--- config.mk ---
export PLATFORM = sky130hd
export DESIGN_NAME = axis_ram_writer_top
export DESIGN_NICKNAME = d
export VERILOG_FILES = /design/src/source/axi_wr_pkg.sv /design/src/source/stream_pkg.sv /design/src/source/sample_packer.sv /design/src/source/beat_fifo.sv /design/src/source/burst_writer.sv /design/src/source/write_response_tracker.sv /design/src/source/axis_ram_writer_top.sv
export VERILOG_INCLUDE_DIRS = /design/src /design/src/include
export SDC_FILE = /design/constraint.sdc
export NUM_CORES = 2
export LEC_CHECK = 0
export ABC_AREA = 0
export BUFFER_PORTS_ARGS = -buffer_cell sky130_fd_sc_hd__buf_4
export CORE_MARGIN = 2
export CORE_UTILIZATION = 45
export DETAILED_ROUTE_END_ITERATION = 16
export PLACE_DENSITY = 0.63
export SKIP_LAST_GASP = 1
export SLEW_MARGIN = 20
export SYNTH_ARGS = -nofsm -noshare
export SYNTH_HDL_FRONTEND = slang
export SYNTH_SLANG_ARGS = --single-unit
--- constraint.sdc ---
create_clock -name aclk -period 7.3 [get_ports aclk]
set_clock_uncertainty 0.05 [all_clocks]
set_input_delay 0.73 -clock aclk [delete_from_list [all_inputs] [get_ports aclk]]
set_output_delay 0.73 -clock aclk [all_outputs]
set_load 0.01 [all_outputs]
--- src/include/ram_writer_params.svh ---
`ifndef RAM_WRITER_PARAMS_SVH
`define RAM_WRITER_PARAMS_SVH

// AXI3 write master widths
`define RW_ID_WIDTH        6
`define RW_ADDR_WIDTH      32
`define RW_DATA_WIDTH      64

// Input stream
`define RW_SAMPLE_WIDTH    32

// Recording window in external memory
`define RW_ADDR_BASE       32'h1E000000
`define RW_WINDOW_BITS     10           // Word counter width, 1024 words

// Burst shape is fixed by the 4-bit AXI3 awlen
`define RW_BURST_BEATS     16

// Buffering and flow limits
`define RW_FIFO_DEPTH      32           // Power of two
`define RW_MAX_OUTSTANDING 4

`endif

--- src/source/axi_wr_pkg.sv ---
`include "ram_writer_params.svh"

package axi_wr_pkg;

  typedef enum logic [1:0]
  {
    RESP_OKAY   = 2'b00,
    RESP_EXOKAY = 2'b01,
    RESP_SLVERR = 2'b10,
    RESP_DECERR = 2'b11
  } axi_resp_e;

  typedef enum logic [1:0]
  {
    WR_IDLE,                                     // Waiting for a full burst in the FIFO
    WR_ADDR,                                     // AW valid
    WR_DATA                                      // W beats in flight
  } wr_state_e;

  typedef struct packed
  {
    logic [`RW_ID_WIDTH-1:0]   id;
    logic [`RW_ADDR_WIDTH-1:0] addr;
    logic [3:0]                len;              // Beats minus one
    logic [2:0]                size;             // Log2 of bytes per beat
    logic [1:0]                burst;
    logic [3:0]                cache;
  } axi_aw_t;

  typedef struct packed
  {
    logic [`RW_ID_WIDTH-1:0]     id;             // AXI3 only
    logic [`RW_DATA_WIDTH-1:0]   data;
    logic [`RW_DATA_WIDTH/8-1:0] strb;
    logic                        last;
  } axi_w_t;

  typedef struct packed
  {
    logic [`RW_ID_WIDTH-1:0] id;
    axi_resp_e               resp;
  } axi_b_t;

endpackage

--- src/source/stream_pkg.sv ---
`include "ram_writer_params.svh"

package stream_pkg;

  // First sample of a pair lands in the low half
  typedef struct packed
  {
    logic [`RW_SAMPLE_WIDTH-1:0] hi;
    logic [`RW_SAMPLE_WIDTH-1:0] lo;
  } mem_word_t;

  typedef enum logic
  {
    PACK_LOW,
    PACK_HIGH
  } pack_state_e;

  typedef struct packed
  {
    logic [15:0] bursts_issued;                  // AW handshakes
    logic [15:0] bursts_done;                    // B handshakes
    logic [2:0]  outstanding;
    logic        error;                          // Sticky
  } rec_status_t;

endpackage

--- src/source/sample_packer.sv ---
`timescale 1ns/100ps
`include "ram_writer_params.svh"

module sample_packer
(
  input  logic                        aclk,
  input  logic                        aresetn,
  input  logic [`RW_SAMPLE_WIDTH-1:0] s_axis_tdata,
  input  logic                        s_axis_tvalid,
  output logic                        s_axis_tready,
  input  logic                        full,
  output logic                        push,
  output stream_pkg::mem_word_t       push_word
);

  stream_pkg::pack_state_e     state;
  logic                        pending;          // Word complete but not yet in the FIFO
  logic [`RW_SAMPLE_WIDTH-1:0] lo_sample;
  logic                        take;

  assign s_axis_tready = !(full && pending);     // Stall only when the held word can't drain
  assign take          = s_axis_tvalid && s_axis_tready;
  assign push          = pending && !full;

  always_ff @(posedge aclk)
  begin
    if (!aresetn)
    begin
      state   <= stream_pkg::PACK_LOW;
      pending <= 1'b0;
    end
    else
    begin
      if (push)
      begin
        pending <= 1'b0;
      end
      if (take)
      begin
        if (state == stream_pkg::PACK_LOW)
        begin
          state <= stream_pkg::PACK_HIGH;
        end
        else
        begin
          state   <= stream_pkg::PACK_LOW;
          pending <= 1'b1;                       // Overrides the drain above
        end
      end
    end
  end

  always_ff @(posedge aclk)
  begin
    if (take && state == stream_pkg::PACK_LOW)
    begin
      lo_sample <= s_axis_tdata;
    end
    if (take && state == stream_pkg::PACK_HIGH)
    begin
      push_word.lo <= lo_sample;
      push_word.hi <= s_axis_tdata;
    end
  end

  // A refused sample must stay on the stream until it is taken
  sample_held: assert property (@(posedge aclk) disable iff (!aresetn)
    s_axis_tvalid && !s_axis_tready |=> s_axis_tvalid && $stable(s_axis_tdata))
    else $error("sample_packer: stream sample changed before tready");

endmodule

--- src/source/beat_fifo.sv ---
`timescale 1ns/100ps
`include "ram_writer_params.svh"

module beat_fifo
(
  input  logic                                aclk,
  input  logic                                aresetn,
  input  logic                                push,
  input  stream_pkg::mem_word_t               push_word,
  output logic                                full,
  input  logic                                pop,
  output stream_pkg::mem_word_t               pop_word,
  output logic [$clog2(`RW_FIFO_DEPTH):0]     count
);

  localparam int DEPTH = `RW_FIFO_DEPTH;
  localparam int PTR_W = $clog2(DEPTH);

  stream_pkg::mem_word_t mem [DEPTH];
  logic [PTR_W-1:0]      wr_ptr;                 // Wraps naturally at DEPTH
  logic [PTR_W-1:0]      rd_ptr;

  assign full     = (count == (PTR_W+1)'(DEPTH));
  assign pop_word = mem[rd_ptr];                 // Head is readable without a pop

  always_ff @(posedge aclk)
  begin
    if (!aresetn)
    begin
      wr_ptr <= '0;
      rd_ptr <= '0;
      count  <= '0;
    end
    else
    begin
      if (push)
      begin
        wr_ptr <= wr_ptr + 1'b1;
      end
      if (pop)
      begin
        rd_ptr <= rd_ptr + 1'b1;
      end
      case ({push, pop})
        2'b10:   count <= count + 1'b1;
        2'b01:   count <= count - 1'b1;
        default: count <= count;
      endcase
    end
  end

  always_ff @(posedge aclk)
  begin
    if (push)
    begin
      mem[wr_ptr] <= push_word;
    end
  end

  no_pop_empty: assert property (@(posedge aclk) disable iff (!aresetn)
    pop |-> count != '0)
    else $error("beat_fifo: pop while empty");

  no_push_full: assert property (@(posedge aclk) disable iff (!aresetn)
    push |-> !full)
    else $error("beat_fifo: push while full");

endmodule

--- src/source/burst_writer.sv ---
`timescale 1ns/100ps
`include "ram_writer_params.svh"

module burst_writer
(
  input  logic                            aclk,
  input  logic                            aresetn,
  input  stream_pkg::mem_word_t           pop_word,
  input  logic [$clog2(`RW_FIFO_DEPTH):0] count,
  output logic                            pop,
  input  logic                            may_issue,
  output logic                            burst_sent,
  output axi_wr_pkg::axi_aw_t             m_axi_aw,
  output logic                            m_axi_awvalid,
  input  logic                            m_axi_awready,
  output axi_wr_pkg::axi_w_t              m_axi_w,
  output logic                            m_axi_wvalid,
  input  logic                            m_axi_wready
);

  localparam int CNT_W     = $clog2(`RW_FIFO_DEPTH) + 1;
  localparam int BEAT_BITS = $clog2(`RW_BURST_BEATS);
  localparam int SIZE      = $clog2(`RW_DATA_WIDTH / 8);

  axi_wr_pkg::wr_state_e      state;
  logic [`RW_WINDOW_BITS-1:0] word_cnt;          // Word offset into the window
  logic [`RW_ID_WIDTH-1:0]    burst_id;
  logic                       beat_last;
  logic                       burst_ready;

  assign beat_last   = &word_cnt[BEAT_BITS-1:0];
  assign burst_ready = (count >= CNT_W'(`RW_BURST_BEATS)) && may_issue;

  assign m_axi_awvalid = (state == axi_wr_pkg::WR_ADDR);
  assign m_axi_wvalid  = (state == axi_wr_pkg::WR_DATA);
  assign burst_sent    = m_axi_awvalid && m_axi_awready;
  assign pop           = m_axi_wvalid && m_axi_wready;

  always_comb
  begin
    m_axi_aw.id    = burst_id;
    m_axi_aw.addr  = `RW_ADDR_BASE + {word_cnt, SIZE'(0)};  // Byte address of first beat
    m_axi_aw.len   = 4'(`RW_BURST_BEATS - 1);
    m_axi_aw.size  = 3'(SIZE);
    m_axi_aw.burst = 2'b01;                      // INCR
    m_axi_aw.cache = 4'b0001;                    // Bufferable

    m_axi_w.id     = burst_id;
    m_axi_w.data   = pop_word;
    m_axi_w.strb   = '1;
    m_axi_w.last   = beat_last;
  end

  always_ff @(posedge aclk)
  begin
    if (!aresetn)
    begin
      state    <= axi_wr_pkg::WR_IDLE;
      word_cnt <= '0;
      burst_id <= '0;
    end
    else
    begin
      case (state)
        axi_wr_pkg::WR_IDLE:
        begin
          if (burst_ready)
          begin
            state <= axi_wr_pkg::WR_ADDR;
          end
        end
        axi_wr_pkg::WR_ADDR:
        begin
          if (m_axi_awready)
          begin
            state <= axi_wr_pkg::WR_DATA;
          end
        end
        axi_wr_pkg::WR_DATA:
        begin
          if (m_axi_wready)
          begin
            word_cnt <= word_cnt + 1'b1;         // Wraps at the window end
            if (beat_last)
            begin
              burst_id <= burst_id + 1'b1;
              state    <= axi_wr_pkg::WR_IDLE;
            end
          end
        end
        default: state <= axi_wr_pkg::WR_IDLE;
      endcase
    end
  end

  aw_hold: assert property (@(posedge aclk) disable iff (!aresetn)
    m_axi_awvalid && !m_axi_awready |=> m_axi_awvalid && $stable(m_axi_aw))
    else $error("burst_writer: AW changed before awready");

endmodule

--- src/source/write_response_tracker.sv ---
`timescale 1ns/100ps
`include "ram_writer_params.svh"

module write_response_tracker
(
  input  logic                    aclk,
  input  logic                    aresetn,
  input  logic                    burst_sent,
  input  axi_wr_pkg::axi_b_t      m_axi_b,
  input  logic                    m_axi_bvalid,
  output logic                    m_axi_bready,
  output logic                    may_issue,
  output stream_pkg::rec_status_t status
);

  logic [15:0] issued;
  logic [15:0] done;
  logic [2:0]  outstanding;                      // Bursts awaiting B
  logic        error_q;
  logic        b_fire;

  assign m_axi_bready = 1'b1;                    // Responses are never stalled
  assign b_fire       = m_axi_bvalid && m_axi_bready;
  assign may_issue    = outstanding < 3'(`RW_MAX_OUTSTANDING);

  always_ff @(posedge aclk)
  begin
    if (!aresetn)
    begin
      issued      <= '0;
      done        <= '0;
      outstanding <= '0;
      error_q     <= 1'b0;
    end
    else
    begin
      issued <= issued + 16'(burst_sent);
      done   <= done + 16'(b_fire);
      case ({burst_sent, b_fire})
        2'b10:   outstanding <= outstanding + 1'b1;
        2'b01:   outstanding <= outstanding - 1'b1;
        default: outstanding <= outstanding;
      endcase
      if (b_fire && m_axi_b.resp != axi_wr_pkg::RESP_OKAY)
      begin
        error_q <= 1'b1;
      end
    end
  end

  always_comb
  begin
    status.bursts_issued = issued;
    status.bursts_done   = done;
    status.outstanding   = outstanding;
    status.error         = error_q;
  end

  // Slave must not answer a burst the writer never addressed
  b_has_owner: assert property (@(posedge aclk) disable iff (!aresetn)
    m_axi_bvalid |-> outstanding != 3'd0)
    else $error("write_response_tracker: B with no outstanding burst");

endmodule

--- src/source/axis_ram_writer_top.sv ---
`timescale 1ns/100ps
`include "ram_writer_params.svh"

module axis_ram_writer_top
(
  input  logic                        aclk,
  input  logic                        aresetn,
  input  logic [`RW_SAMPLE_WIDTH-1:0] s_axis_tdata,
  input  logic                        s_axis_tvalid,
  output logic                        s_axis_tready,
  output axi_wr_pkg::axi_aw_t         m_axi_aw,
  output logic                        m_axi_awvalid,
  input  logic                        m_axi_awready,
  output axi_wr_pkg::axi_w_t          m_axi_w,
  output logic                        m_axi_wvalid,
  input  logic                        m_axi_wready,
  input  axi_wr_pkg::axi_b_t          m_axi_b,
  input  logic                        m_axi_bvalid,
  output logic                        m_axi_bready,
  output stream_pkg::rec_status_t     status
);

  logic                            push;
  stream_pkg::mem_word_t           push_word;
  logic                            full;
  logic                            pop;
  stream_pkg::mem_word_t           pop_word;
  logic [$clog2(`RW_FIFO_DEPTH):0] count;
  logic                            burst_sent;
  logic                            may_issue;

  sample_packer u_packer
  (
    .aclk          (aclk),
    .aresetn       (aresetn),
    .s_axis_tdata  (s_axis_tdata),
    .s_axis_tvalid (s_axis_tvalid),
    .s_axis_tready (s_axis_tready),
    .full          (full),
    .push          (push),
    .push_word     (push_word)
  );

  beat_fifo u_fifo
  (
    .aclk      (aclk),
    .aresetn   (aresetn),
    .push      (push),
    .push_word (push_word),
    .full      (full),
    .pop       (pop),
    .pop_word  (pop_word),
    .count     (count)
  );

  burst_writer u_writer
  (
    .aclk          (aclk),
    .aresetn       (aresetn),
    .pop_word      (pop_word),
    .count         (count),
    .pop           (pop),
    .may_issue     (may_issue),
    .burst_sent    (burst_sent),
    .m_axi_aw      (m_axi_aw),
    .m_axi_awvalid (m_axi_awvalid),
    .m_axi_awready (m_axi_awready),
    .m_axi_w       (m_axi_w),
    .m_axi_wvalid  (m_axi_wvalid),
    .m_axi_wready  (m_axi_wready)
  );

  write_response_tracker u_tracker
  (
    .aclk         (aclk),
    .aresetn      (aresetn),
    .burst_sent   (burst_sent),
    .m_axi_b      (m_axi_b),
    .m_axi_bvalid (m_axi_bvalid),
    .m_axi_bready (m_axi_bready),
    .may_issue    (may_issue),
    .status       (status)
  );

endmodule

### After elaboration in Yosys (flattened, before gate mapping)

Memory sizes are Yosys's and may differ from the RTL's. A register that Yosys moved wholly into a read port is not among the register bits.
Index checks and enable logic that the tools add are counted.
W data, S select, Z words.

| word-level totals | value |
|---|---|
| ROM bits | 0 |
| bits in latches | 0 |
| output and inout bits | 170 |
| memories kept | 1 |
| bits in writable memories | 2048 |
| flip-flop bits (word level) | 168 |

| operators by class | value |
|---|---|
| equality and inequality tests | 11 |
| multiplexer cells | 15 |
| reductions and logical operators | 19 |
| $add $sub $neg | 11 |
| shift-type cells | 0 |
| magnitude comparators | 2 |
| $mul | 0 |
| bitwise gates (word level) | 1 |
| divide/modulo/power cells | 0 |

Memories:

| name | words | bits a word | read ports | clocked after memory_dff | write ports | line | source |
|---|---|---|---|---|---|---|---|
| u_fifo.mem | 32 | 64 | 1 | 1 | 1 | beat_fifo.sv:19 | `stream_pkg::mem_word_t mem [DEPTH];` |

Operators with widths:

| kind | count |
|---|---|
| $add A16 B1 Y16 | 2 |
| $add A29 B13 Y30 const A | 1 |
| $add A6 B1 Y6 const B | 2 |
| $pmux W6 S2 | 1 |
| $add A10 B1 Y10 const B | 1 |
| $add A5 B1 Y5 const B | 2 |
| $mux W5 | 2 |
| $logic_and A1 B1 Y1 | 9 |
| $mux W2 | 4 |
| $reduce_and A4 Y1 | 2 |
| $eq A2 B1 Y1 const B | 3 |
| $eq A2 B2 Y1 const B | 3 |
| $eq A6 B6 Y1 const B | 1 |
| $ge A6 B5 Y1 const B | 1 |
| $mux W1 | 6 |
| $ne A2 B2 Y1 const B | 3 |
| $pmux W2 S3 | 1 |
| $pmux W3 S2 | 1 |
| $reduce_and A6 Y1 | 1 |
| $reduce_bool A2 Y1 | 3 |
| $sub A6 B1 Y6 const B | 1 |
| $add A3 B1 Y3 const B | 1 |
| $lt A3 B3 Y1 const B | 1 |
| $sub A3 B1 Y3 const B | 1 |
| 5 further kinds | 6 |

### Longest topological paths before layout

| logic depth | value |
|---|---|
| word-level depth | 6 |
| depth in mapped cells | 12 |

### Hierarchy

Synthesis repeated with hierarchy kept, for this count alone.

| unflattened totals | value |
|---|---|
| cells, all modules | 4302 |
| area, all modules | 85769.8 um^2 |

By module, submodules not included:

| module | times used | area an instance (um^2) | seq. area each (um^2) | cells an instance |
|---|---|---|---|---|
| beat_fifo | 1 | 79347.4 | 61919.4 | 3795 |
| sample_packer | 1 | 2990.4 | 2922.8 | 108 |
| burst_writer | 1 | 1731.7 | 360.3 | 214 |
| write_response_tracker | 1 | 1700.4 | 720.7 | 185 |

### Worst setup path before layout

OpenSTA, ideal clock, no wires.

| path | value |
|---|---|
| path type | register to register |
| from | register u_fifo.count[0] |
| to | memory u_fifo.mem[20][0] (netlist name), enable pin |
| clock period less this slack | 4.480 ns |
| data required time | 6.763 ns |
| path buffers | 1 |
| cell stages (with the launch flop) | 6 |
| slack | 2.820 ns |
| library setup time | 0.487 ns |
| arrival | 3.943 ns |
| cell sequence | dfxtp_1 > clkbuf_1 > nor3b_1 > a21boi_1 > nand2_1 > nor2_1 |

| on the way | value |
|---|---|
| word-level cells in the longest chain between the ends | 5 |

Ends and longest elaborated chain:

| item | line | source |
|---|---|---|
| start, declared | beat_fifo.sv:13 | `` output logic [$clog2(`RW_FIFO_DEPTH):0] count `` |
| start signal, assigned | beat_fifo.sv:45 | `2'b10: count <= count + 1'b1;` |
| start signal, assigned | beat_fifo.sv:46 | `2'b01: count <= count - 1'b1;` |
| start signal, assigned | beat_fifo.sv:47 | `default: count <= count;` |
| $eq A6 B6 Y1 | beat_fifo.sv:23 | `assign full = (count == (PTR_W+1)'(DEPTH));` |
| $logic_not A1 Y1 | sample_packer.sv:23 | `assign push = pending && !full;` |
| $logic_and A1 B1 Y1 | sample_packer.sv:23 |  |
| $mux W1 | beat_fifo.sv:54 | `if (push)` |
| $mux W1 (implied by the code) | beat_fifo.sv:56 | `mem[wr_ptr] <= push_word;` |
| end, declared | beat_fifo.sv:19 |  |

No other way between the ends.

==> metrics.txt <==
overall power=0.0251 W; RSZ-0062 raised after global routing=no; Post-DRT Antenna Nets=0; Max Slew Vio Count=0; Residual DRC=0; period utilisation layout=74.3%; crit end category=primary output; Placeable Area=188000 um2; ys flop type=edfxtp_1; die height=438 um; worst hold path type=primary input to register; storage element area=65900 um2; Syn. warnings=0; Syn-to-layout area delta=13.3%; layout cells sized above 1=18.6%; Synth area leaders=edfxtp_1, mux4_2, mux2i_1, a22oi_1, dfxtp_1; worst skew pair latency=870 ps; Synth Register Bits=2221; CP Launch Type=register; Post-synth EDFFs=2144; Async S/R FF share, synth=0%; global-route wire length before repair=301 mm; clock sink total=2221; fin area=96200 um2; CP Class=register to primary output; peak supply drop=0.000279 V; CP Data Required Time=6520 ps; vias in the first global route=41712; die area=192000 um2; 1st-iter DRT viols=5401; Clock Pin Slew Worst Setup and Hold Paths=60 ps; GRT Resource Usage Total=21.9%; Total Neg Setup Slack=0 ps; area leader, netlist=edfxtp_1; CTS-repair resized insts=0; First-pass DRT Iterations=6; largest net degree at the start of global routing=128; total CTS buffers=218; initial antenna violation count=8; Mapped Avg Cell Area=20.1 um2; gr ovfl total=0; max-cap violation count=0; Max Freq=0.184 GHz; outcome=finished clean; H-Tree Depth=4; fillers=14677; CTS tree=done; measured slew at the worst slew-check pin=1150 ps; footprint of the multi-input gates=17800 um2; Netlist cell types=53; via count=42401; Yosys top cell area share=75.8%; Port-buffer cells=165; Lkg Pwr=29.5 nW; Hold Fails Final Rpt=0; final core occ=51.3%; mapped cell area=84900 um2; top-level I/O count=216; Via density=5.91; dpl cell area=89200 um2; Die X=438 um; Initial Util=45.3%; NumNets Final=4549; Min Clock Period, post-route=5430 ps; WL/cell=29.9 um; final wirelength=214 mm; root buf cell=clkbuf_16; Mapped Cells=4233; final setup fails=0; crit path max fanout=58; sequential area share after synthesis=77.6%; Slew headroom=23.1%; Arrival @ worst endpoint=4650 ps; CTS max path bufs=3; Post-DP HPWL=111 mm; row cnt=159; GP Congestion=0.748; Power Dens Cells=261 nW/um2
## layer usage
layer | part of all wire, % | vias to the layer above | wire length [um] | GRT usage, %
met4 | 2.8 | 4 | 5960 | 6.74
li1 | - | 17840 | - | -
met2 | 49 | 1780 | 105000 | 36.0
met3 | 7.2 | 292 | 15400 | 3.34
met5 | 0.011 | - | 23 | 0
met1 | 41 | 22485 | 87900 | 30.4
## sequential cells by signal, summed over array words and instances (netlist names), 6 cells and up, named ones only
name	cells
u_fifo.count	6
u_packer.lo_sample	32
u_fifo.mem	2048
u_tracker.issued	16
u_writer.word_cnt	10
u_writer.burst_id	6
u_tracker.done	16
u_packer.push_word	64
## cell usage in the layout (no fill, tap or decap), drive strengths merged, types with 43 or more instances in the layout
master and n:
a22o 95, a22oi 273, and3 106, buf 268, clkbuf 260, clkinv 114
conb 44, dfxtp 77, edfxtp 2144, mux2i 516, mux4 258, nand2 43
nand3 50, nor2 91, or4 47
## cells in the mapped netlist (32+ instances only)
library cell / number
edfxtp_1: 2144
mux2i_1: 516
a22oi_1: 273
mux4_2: 240
clkbuf_1: 126
and3_1: 106
a22o_1: 95
nor2_1: 91
dfxtp_1: 77
buf_2: 75
buf_4: 61
nand3_1: 50
or4_1: 47
nand2_1: 43
a21oi_1: 32
nand4_1: 32
## final timing paths
kind / start / cells past startpoint / to / slack, ps
setup reg to reg: u_fifo.count[0] / 6 / u_fifo.mem[17][63] / 3280
hold / removal: s_axis_tdata[29] / 1 / u_packer.lo_sample[29] / 70
setup / recovery: register / 6 / m_axi_w[48] / 1870
hold reg to reg: u_packer.lo_sample[29] / 0 / u_packer.push_word[29] / 350
## critical path: stages, from the launching register on
cell and delay (ps):
dfxtp_4 880, buf_4 880, buf_4 610, mux4_2 390, a22oi_1 400, nand4_1 310, buf_4 240
## timing repair
item,in CTS,in global routing
hold buffers,10,0
hold endpoints to repair,20,0
setup buffers,0,0
## through the flow
step | std cells | worst slack (ps) | hold WS (ps)
after global placement | 6749 | 2840 | 352
after CTS | 7165 | 1850 | 8.13
after floorplan | 4275 | 2820 | 350
after global routing | 7167 | 1740 | 30.0
final | 7172 | 1870 | 68.5
after detailed placement | 6750 | 2790 | 356
## kinds of logic (layout without fill, tap and decap cells)
logic type | Yosys count | count (layout) | synth area share (%)
other cells | 2 | 49 | 0.00884
buf+inv | 304 | 701 | 1.96
simple gates | 441 | 441 | 2.87
fa+ha+maj | 16 | 16 | 0.245
flops | 2221 | 2221 | 77.6
xor+xnor | 46 | 46 | 0.474
mux | 774 | 774 | 13.0
compound gates | 429 | 429 | 3.81
## power breakdown
| group | internal, W | switching [W] | total (W) |
|---|---|---|---|
| Combinational | 0.0000554 | 0.000123 | 0.000179 |
| Clock | 0.00608 | 0.00479 | 0.0109 |
| Sequential | 0.0140 | 0.000129 | 0.0141 |
| Total | 0.0201 | 0.00504 | 0.0251 |
## cell type report
cell class	instances	area share, %
clock inverter	145	1.33
clock buffer	260	5.85
inverter	18	0.0741
tap	2495	3.24
multi-input combinational	1750	18.5
sequential	2221	68.5
timing repair buffer	278	2.46
antenna	5	0.0130
Power figures use the tool's default switching activity.
